[src/hdl/cic_dsp_pkg.sv]
// Arithmetic constants for the CIC decimator datapath.
// The accumulator is sized for the largest ratio (64), so all
// integrators and combs wrap in two's complement without loss.
// GROWTH_MAX must track the largest ratio held in cic_ctl_pkg.

package cic_dsp_pkg;

    // integrator and comb stage count
    localparam int STAGES = 4;

    // sample widths at the filter boundary
    localparam int IN_WIDTH  = 16;
    localparam int OUT_WIDTH = 16;

    // four stages times log2 of the largest ratio (64)
    localparam int GROWTH_MAX = 24;

    // full accumulator width shared by every stage
    localparam int ACC_WIDTH = IN_WIDTH + GROWTH_MAX;

endpackage

[src/hdl/cic_ctl_pkg.sv]
// Constants for ratio encoding and rate control.
// Ratios are powers of two, carried as log2 in a 3-bit field;
// codes above LOG2_MAX_DECIM are clamped when loaded.

package cic_ctl_pkg;

    // width of the log2 ratio field on the config port
    localparam int LOG2_WIDTH = 3;

    // largest supported ratio as log2, i.e. decimate by 64
    localparam logic [LOG2_WIDTH-1:0] LOG2_MAX_DECIM = 3'd6;

    // sample counter covers 0 .. 63
    localparam int COUNT_WIDTH = 6;

endpackage

[src/hdl/cic_rate_control.sv]
// Config port and rate control for the CIC decimator.
// Four-phase req/ack: a value is taken while req is high and ack is
// low, and ack drops the edge after req drops. Each load clears the
// sample counter and pulses flush for one cycle.
// Ratio codes above 6 are clamped to 6. After reset the ratio is 1.

`timescale 1ns/1ps

module cic_rate_control (
    input  logic                               clock,
    input  logic                               rst_n,
    input  logic                               cfg_req,
    input  logic [cic_ctl_pkg::LOG2_WIDTH-1:0] cfg_log2_decim,
    input  logic                               pre_strobe,
    output logic                               cfg_ack,
    output logic [cic_ctl_pkg::LOG2_WIDTH-1:0] log2_decim,
    output logic                               flush,
    output logic                               dec_strobe
);

    logic                                  cfg_load;
    logic [cic_ctl_pkg::LOG2_WIDTH-1:0]    cfg_clamped;
    logic [cic_ctl_pkg::COUNT_WIDTH-1:0]   sample_no;
    logic [cic_ctl_pkg::COUNT_WIDTH-1:0]   last_count;

    assign cfg_load = cfg_req && !cfg_ack;

    assign cfg_clamped = (cfg_log2_decim > cic_ctl_pkg::LOG2_MAX_DECIM)
                       ? cic_ctl_pkg::LOG2_MAX_DECIM : cfg_log2_decim;

    // ratio minus one, as a low-bit mask of the counter
    assign last_count = ~({cic_ctl_pkg::COUNT_WIDTH{1'b1}} << log2_decim);

    // handshake and ratio register
    always_ff @(posedge clock)
    begin
        if (!rst_n)
        begin
            cfg_ack    <= 1'b0;
            log2_decim <= '0;
            flush      <= 1'b0;
        end
        else
        begin
            flush <= cfg_load;
            if (cfg_load)
            begin
                cfg_ack    <= 1'b1;
                log2_decim <= cfg_clamped;
            end
            else if (!cfg_req)
            begin
                cfg_ack <= 1'b0;
            end
        end
    end

    // sample counter, dec_strobe follows the last sample of a group
    always_ff @(posedge clock)
    begin
        if (!rst_n || cfg_load)
        begin
            sample_no  <= '0;
            dec_strobe <= 1'b0;
        end
        else if (pre_strobe)
        begin
            if (sample_no == last_count)
            begin
                sample_no  <= '0;
                dec_strobe <= 1'b1;
            end
            else
            begin
                sample_no  <= sample_no + 1'b1;
                dec_strobe <= 1'b0;
            end
        end
        else
        begin
            dec_strobe <= 1'b0;
        end
    end

    // the master withdraws a request only once ack has answered it
    a_req_held_for_ack: assert property (@(posedge clock) disable iff (!rst_n)
        $fell(cfg_req) |-> cfg_ack);

    // the master keeps samples away from a load, so none meets the flush
    a_no_sample_on_flush: assert property (@(posedge clock) disable iff (!rst_n)
        flush |-> !pre_strobe);

endmodule

[src/hdl/cic_prescale.sv]
// Input register with growth-normalizing left shift.
// The shift is STAGES * (6 - log2 ratio), which puts the full-scale
// DC gain of every ratio at the top of the 40-bit accumulator.
// pre_data holds its value between strobes; the bypass path and the
// first integrator both read it.

`timescale 1ns/1ps

module cic_prescale (
    input  logic                                     clock,
    input  logic                                     rst_n,
    input  logic                                     in_strobe,
    input  logic signed [cic_dsp_pkg::IN_WIDTH-1:0]  in_data,
    input  logic [cic_ctl_pkg::LOG2_WIDTH-1:0]       log2_decim,
    output logic                                     pre_strobe,
    output logic signed [cic_dsp_pkg::ACC_WIDTH-1:0] pre_data
);

    logic signed [cic_dsp_pkg::ACC_WIDTH-1:0] ext_data;

    // sign extension to the accumulator width
    assign ext_data = in_data;

    always_ff @(posedge clock)
    begin
        if (!rst_n)
        begin
            pre_strobe <= 1'b0;
        end
        else
        begin
            pre_strobe <= in_strobe;
        end
    end

    // payload register, loaded only with a sample
    always_ff @(posedge clock)
    begin
        if (in_strobe)
        begin
            pre_data <= ext_data <<< (cic_dsp_pkg::STAGES *
                        (cic_ctl_pkg::LOG2_MAX_DECIM - log2_decim));
        end
    end

    // back-to-back samples would break the one-cycle bypass window
    a_strobe_spacing: assert property (@(posedge clock) disable iff (!rst_n)
        in_strobe |=> !in_strobe);

endmodule

[src/hdl/cic_integrator_chain.sv]
// Four cascaded integrators at the input rate.
// All stages update in the same cycle: each one adds the new value
// of the stage before it. Sums wrap in two's complement, which the
// comb chain undoes as long as the final result fits the width.

`timescale 1ns/1ps

module cic_integrator_chain (
    input  logic                                     clock,
    input  logic                                     rst_n,
    input  logic                                     flush,
    input  logic                                     pre_strobe,
    input  logic signed [cic_dsp_pkg::ACC_WIDTH-1:0] pre_data,
    output logic signed [cic_dsp_pkg::ACC_WIDTH-1:0] int_data
);

    logic signed [cic_dsp_pkg::ACC_WIDTH-1:0] acc      [cic_dsp_pkg::STAGES];
    logic signed [cic_dsp_pkg::ACC_WIDTH-1:0] acc_next [cic_dsp_pkg::STAGES];

    // single-cycle cascade of the next values
    always_comb
    begin
        acc_next[0] = acc[0] + pre_data;
        for (int i = 1; i < cic_dsp_pkg::STAGES; i++)
        begin
            acc_next[i] = acc[i] + acc_next[i-1];
        end
    end

    always_ff @(posedge clock)
    begin
        if (!rst_n || flush)
        begin
            for (int i = 0; i < cic_dsp_pkg::STAGES; i++)
            begin
                acc[i] <= '0;
            end
        end
        else if (pre_strobe)
        begin
            for (int i = 0; i < cic_dsp_pkg::STAGES; i++)
            begin
                acc[i] <= acc_next[i];
            end
        end
    end

    assign int_data = acc[cic_dsp_pkg::STAGES-1];

endmodule

[src/hdl/cic_comb_chain.sv]
// Four cascaded combs at the output rate, differential delay of one.
// The differences run combinationally on dec_strobe and the result
// is registered, so out_strobe trails dec_strobe by one cycle.
// Output is the top 16 bits, truncated. At ratio 1 the filter is
// bypassed and the prescaled input goes straight out.

`timescale 1ns/1ps

module cic_comb_chain (
    input  logic                                      clock,
    input  logic                                      rst_n,
    input  logic                                      flush,
    input  logic                                      dec_strobe,
    input  logic [cic_ctl_pkg::LOG2_WIDTH-1:0]        log2_decim,
    input  logic signed [cic_dsp_pkg::ACC_WIDTH-1:0]  int_data,
    input  logic signed [cic_dsp_pkg::ACC_WIDTH-1:0]  pre_data,
    output logic                                      out_strobe,
    output logic signed [cic_dsp_pkg::OUT_WIDTH-1:0]  out_data
);

    logic signed [cic_dsp_pkg::ACC_WIDTH-1:0] delay     [cic_dsp_pkg::STAGES];
    logic signed [cic_dsp_pkg::ACC_WIDTH-1:0] stage_in  [cic_dsp_pkg::STAGES];
    logic signed [cic_dsp_pkg::ACC_WIDTH-1:0] stage_out [cic_dsp_pkg::STAGES];

    // each stage subtracts its own input from the previous output period
    always_comb
    begin
        stage_in[0]  = int_data;
        stage_out[0] = stage_in[0] - delay[0];
        for (int i = 1; i < cic_dsp_pkg::STAGES; i++)
        begin
            stage_in[i]  = stage_out[i-1];
            stage_out[i] = stage_in[i] - delay[i];
        end
    end

    always_ff @(posedge clock)
    begin
        if (!rst_n || flush)
        begin
            for (int i = 0; i < cic_dsp_pkg::STAGES; i++)
            begin
                delay[i] <= '0;
            end
        end
        else if (dec_strobe)
        begin
            for (int i = 0; i < cic_dsp_pkg::STAGES; i++)
            begin
                delay[i] <= stage_in[i];
            end
        end
    end

    // output register, bypass selected at ratio 1
    always_ff @(posedge clock)
    begin
        if (!rst_n)
        begin
            out_strobe <= 1'b0;
            out_data   <= '0;
        end
        else
        begin
            out_strobe <= dec_strobe;
            if (dec_strobe)
            begin
                if (log2_decim == '0)
                    out_data <= pre_data[cic_dsp_pkg::ACC_WIDTH-1 -: cic_dsp_pkg::OUT_WIDTH];
                else
                    out_data <= stage_out[cic_dsp_pkg::STAGES-1]
                                [cic_dsp_pkg::ACC_WIDTH-1 -: cic_dsp_pkg::OUT_WIDTH];
            end
        end
    end

    // input spacing upstream keeps output strobes apart, even at ratio 1
    a_out_spacing: assert property (@(posedge clock) disable iff (!rst_n)
        out_strobe |=> !out_strobe);

endmodule

[src/hdl/cic_decim_top.sv]
// Four-stage CIC decimator, differential delay of one, ratio 1 to 64.
// Input strobes must be at least two cycles apart, and none may be
// sent while cfg_req is high. Output is truncated, never rounded,
// and has no back-pressure. Latency is 3 cycles from the input
// strobe that completes a group to out_strobe.

`timescale 1ns/1ps

module cic_decim_top (
    input  logic                                  clock,
    input  logic                                  rst_n,
    input  logic                                  cfg_req,
    input  logic [cic_ctl_pkg::LOG2_WIDTH-1:0]    cfg_log2_decim,
    output logic                                  cfg_ack,
    input  logic                                  in_strobe,
    input  logic signed [cic_dsp_pkg::IN_WIDTH-1:0]  in_data,
    output logic                                  out_strobe,
    output logic signed [cic_dsp_pkg::OUT_WIDTH-1:0] out_data
);

    logic [cic_ctl_pkg::LOG2_WIDTH-1:0]          log2_decim;
    logic                                        flush;
    logic                                        dec_strobe;
    logic                                        pre_strobe;
    logic signed [cic_dsp_pkg::ACC_WIDTH-1:0]    pre_data;
    logic signed [cic_dsp_pkg::ACC_WIDTH-1:0]    int_data;

    // config handshake and output-rate strobe
    cic_rate_control u_rate_control (
        .clock          (clock),
        .rst_n          (rst_n),
        .cfg_req        (cfg_req),
        .cfg_log2_decim (cfg_log2_decim),
        .pre_strobe     (pre_strobe),
        .cfg_ack        (cfg_ack),
        .log2_decim     (log2_decim),
        .flush          (flush),
        .dec_strobe     (dec_strobe)
    );

    cic_prescale u_prescale (
        .clock      (clock),
        .rst_n      (rst_n),
        .in_strobe  (in_strobe),
        .in_data    (in_data),
        .log2_decim (log2_decim),
        .pre_strobe (pre_strobe),
        .pre_data   (pre_data)
    );

    // input-rate half of the filter
    cic_integrator_chain u_integrator_chain (
        .clock      (clock),
        .rst_n      (rst_n),
        .flush      (flush),
        .pre_strobe (pre_strobe),
        .pre_data   (pre_data),
        .int_data   (int_data)
    );

    // output-rate half, with the ratio-1 bypass
    cic_comb_chain u_comb_chain (
        .clock      (clock),
        .rst_n      (rst_n),
        .flush      (flush),
        .dec_strobe (dec_strobe),
        .log2_decim (log2_decim),
        .int_data   (int_data),
        .pre_data   (pre_data),
        .out_strobe (out_strobe),
        .out_data   (out_data)
    );

endmodule

[config.mk]
export PLATFORM = sky130hd
export DESIGN_NAME = cic_decim_top
export DESIGN_NICKNAME = d
export VERILOG_FILES = /design/src/hdl/cic_dsp_pkg.sv /design/src/hdl/cic_ctl_pkg.sv /design/src/hdl/cic_rate_control.sv /design/src/hdl/cic_prescale.sv /design/src/hdl/cic_integrator_chain.sv /design/src/hdl/cic_comb_chain.sv /design/src/hdl/cic_decim_top.sv
export SDC_FILE = /design/constraint.sdc
export NUM_CORES = 1
export LEC_CHECK = 0
export BUFFER_PORTS_ARGS = -buffer_cell sky130_fd_sc_hd__buf_2
export CORE_MARGIN = 10
export CORE_UTILIZATION = 40
export CTS_BUF_LIST = sky130_fd_sc_hd__clkbuf_4
export DETAILED_ROUTE_END_ITERATION = 16
export SYNTH_ARGS = -nofsm -noshare
export SYNTH_HDL_FRONTEND = slang
export SYNTH_SLANG_ARGS = --single-unit
[constraint.sdc]
create_clock -name clock -period 18.8 [get_ports clock]
set_clock_uncertainty 0.1 [all_clocks]
set_input_delay 0.94 -clock clock [delete_from_list [all_inputs] [get_ports clock]]
set_output_delay 0.94 -clock clock [all_outputs]
set_load 0.02 [all_outputs]
==> results.txt <==
Run status - complete, no violations
HP Class - input pin to register
FF-to-FF Start - u_integrator_chain.acc[3][0]
Final nets - 3660
Vias in the first global route - 22200
CTS sink cnt - 390
Least-Margin Pin Slew - 1.11 ns
Top_reg_cell synth - edfxtp_1
Most used cell, CP - a21oi_1
DP HPWL - 53600 um
Core footprint - 74700 um2
CTS Hold Bufs - 0
Die area - 86900 um2
Synth unique cells - 73
Initial antenna violation count - 2
R2r endpoint - u_comb_chain.out_data[6]
Global-route wire length before repair - 117000 um
CTS resizes - 0
CTS Buf Count - 108
First drt pass iteration count - 6
GPL Wtd Cong - 0.858
Chip width - 295 um
Min-delay src - cfg_req
Max-cap check violation count - 0
Die Y - 295 um
TritonCTS clock tree - built
Ports - 41
Setup TNS - 0 ns
CP max stage delay - 0.90 ns
Ys Warns - 0
Area delta synth->final - 8.81%
Yosys reg bits - 390
Hold slack - 0.207 ns
Layout cells sized above 1 - 0.0747
Required time worst endpoint - 19.51 ns
Remaining Overflow, GRT - 0
Slowest-stage cell, CP - o311ai_0
R2r setup slk - 9.33 ns
Post-DRT Antenna Nets - 0
DRT iter0 DRCs - 1467
Setup bufs post-CTS - 0
Routed via count - 23600
Post-synth EDFFs - 360
Clock Latency Late Sink - 0.88 ns
Worst Path Arrival - 10.18 ns
Syn_area_per_cell - 9.35 um2
Final Cycle Share - 0.504
DRC - 0
Pin count of the biggest net entering global routing - 89
IO buf count - 40
Startpoint types - register
Per-cell routed wire length - 16.7 um
Max-slew violation count - 0
Top delay family on crit path - compound AO/OA/AOI/OAI gates
Peak fanout along the critical path - 6
RSZ-0062 raised after global routing - false
Setup-failing EPs final - 0
Synth Cell Area - 30200 um2
Syn Nets - 3578
Final hold vios - 0
Min cycle time layout - 9.47 ns
Syn Inst Count - 3233
Hold path depth - 2
Critical Path End Type - register
Hold EP - u_rate_control.cfg_ack
Clock tree buffer depth - 3
Reg clk slew, reported paths - 0.07 ns
Post-DR vias/cell - 5.41
Crit Path Category - register to register
Reg2Reg Depth - 43
Async SR Flop Fraction - 0
FP Rows - 100
Fmax - 106 MHz
Fillers - 7405
Initial Util - 0.404
Sequential fraction of the synthesis area - 0.378
Htree depth - 3
Final wirelength - 72800 um
Root Driver - clkbuf_4
Fin util - 0.440
Slew headroom - 0.258
Total GRT Usage - 0.164
CP Buf/Inv Count - 2
cells by family after synthesis:
group,count (synthesis),synth area share
flip-flops,390,0.378
AO/OA/AOI/OAI,928,0.196
multiplexers,14,0.00464
XOR/XNOR,248,0.0733
AND/OR/NAND/NOR,974,0.169
adder cells (fa/ha/maj),322,0.135
buffers and inverters,357,0.0444
cell usage in the layout (no fill, tap or decap), types with 29 or more instances in the layout:
| cell type | instances |
|---|---|
| xnor2_1 | 156 |
| nor2b_1 | 38 |
| and2_1 | 228 |
| nor3_1 | 59 |
| clkbuf_4 | 165 |
| nand3_1 | 47 |
| xor2_1 | 89 |
| nor2_1 | 181 |
| nand2b_1 | 58 |
| buf_2 | 40 |
| o21bai_1 | 53 |
| a21o_1 | 139 |
| o21ai_0 | 174 |
| a211oi_1 | 43 |
| inv_1 | 275 |
| a21oi_1 | 291 |
| dfxtp_1 | 29 |
| nand2_1 | 183 |
| ha_1 | 315 |
| edfxtp_1 | 360 |
| a31oi_1 | 35 |
| and3_1 | 89 |
Yosys cell counts, drive strengths merged, types with 9 or more instances:
master / instances / area, um2
inv: 275 / 1030
mux2i: 14 / 140
a221oi: 9 / 78.8
o211ai: 25 / 198
nor3: 59 / 295
ha: 315 / 3940
clkbuf: 77 / 289
nand4: 24 / 150
a21boi: 11 / 82.6
a31oi: 36 / 240
nand3: 47 / 235
o22ai: 14 / 87.6
and3: 89 / 557
nor2: 182 / 683
dfxtp: 30 / 601
nand2: 184 / 691
a21o: 139 / 1040
o31ai: 18 / 135
nor3b: 11 / 82.6
o21a: 26 / 195
and2: 231 / 1450
xnor2: 156 / 1370
o21bai: 53 / 398
edfxtp: 360 / 10800
nor2b: 38 / 238
o21ai: 175 / 876
nand2b: 60 / 375
or3: 14 / 92.6
a211oi: 43 / 323
o31a: 12 / 105
xor2: 89 / 780
a21oi: 291 / 1460
worst max path at each step:
stage,startpoint,endpoint,cells after the start
2_1_floorplan,u_prescale.pre_data[0],u_integrator_chain.acc[3][39],39
4_1_cts,u_integrator_chain.acc[3][0],u_comb_chain.out_data[14],41
5_1_grt,u_prescale.pre_data[0],u_integrator_chain.acc[3][38],42
3_5_place_dp,u_integrator_chain.acc[3][0],u_comb_chain.out_data[15],41
6_report,u_integrator_chain.acc[3][0],u_comb_chain.out_data[6],43
3_3_place_gp,u_integrator_chain.acc[3][0],u_comb_chain.out_data[15],41
area by class of cell:
type | count | area (um2) | area share
multi-input combinational | 2486 | 17500 | 0.532
sequential | 390 | 11400 | 0.347
clock buffer | 165 | 1240 | 0.0377
tap | 969 | 1210 | 0.0369
inverter | 275 | 1030 | 0.0314
timing repair buffer | 54 | 305 | 0.00929
clock inverter | 31 | 183 | 0.00556
antenna | 1 | 2.50 | 0.0000761
registers in the layout, indices dropped and copies added (netlist names):
signal,flops
u_rate_control.log2_decim,3
u_rate_control.sample_no,6
u_integrator_chain.acc,160
u_rate_control.cfg_ack,1
u_comb_chain.out_data,16
u_prescale.pre_data,40
u_comb_chain.out_strobe,1
u_rate_control.flush,1
u_rate_control.dec_strobe,1
u_prescale.pre_strobe,1
u_comb_chain.delay,160
stage by stage:
stage / worst slack [ns] / std cells / cell area, um2
6_report: 9.33 / 4371 / 32900
5_1_grt: 8.50 / 4371 / 32900
4_1_cts: 9.41 / 4370 / 32900
3_5_place_dp: 9.47 / 4174 / 31500
3_3_place_gp: 9.50 / 4174 / 31500
2_1_floorplan: 10.79 / 3233 / 30200
per-layer routing:
layer / up-vias / global-route usage / wire length, um
met2: 500 / 0.259 / 32500
met1: 11100 / 0.223 / 34500
met5: - / 0 / 0
li1: 12000 / - / -
met3: 106 / 0.0248 / 3760
met4: 0 / 0.0627 / 2060
Power is not shown: default switching activity piles up to over one toggle a cycle in this logic, so the estimate is an artifact.
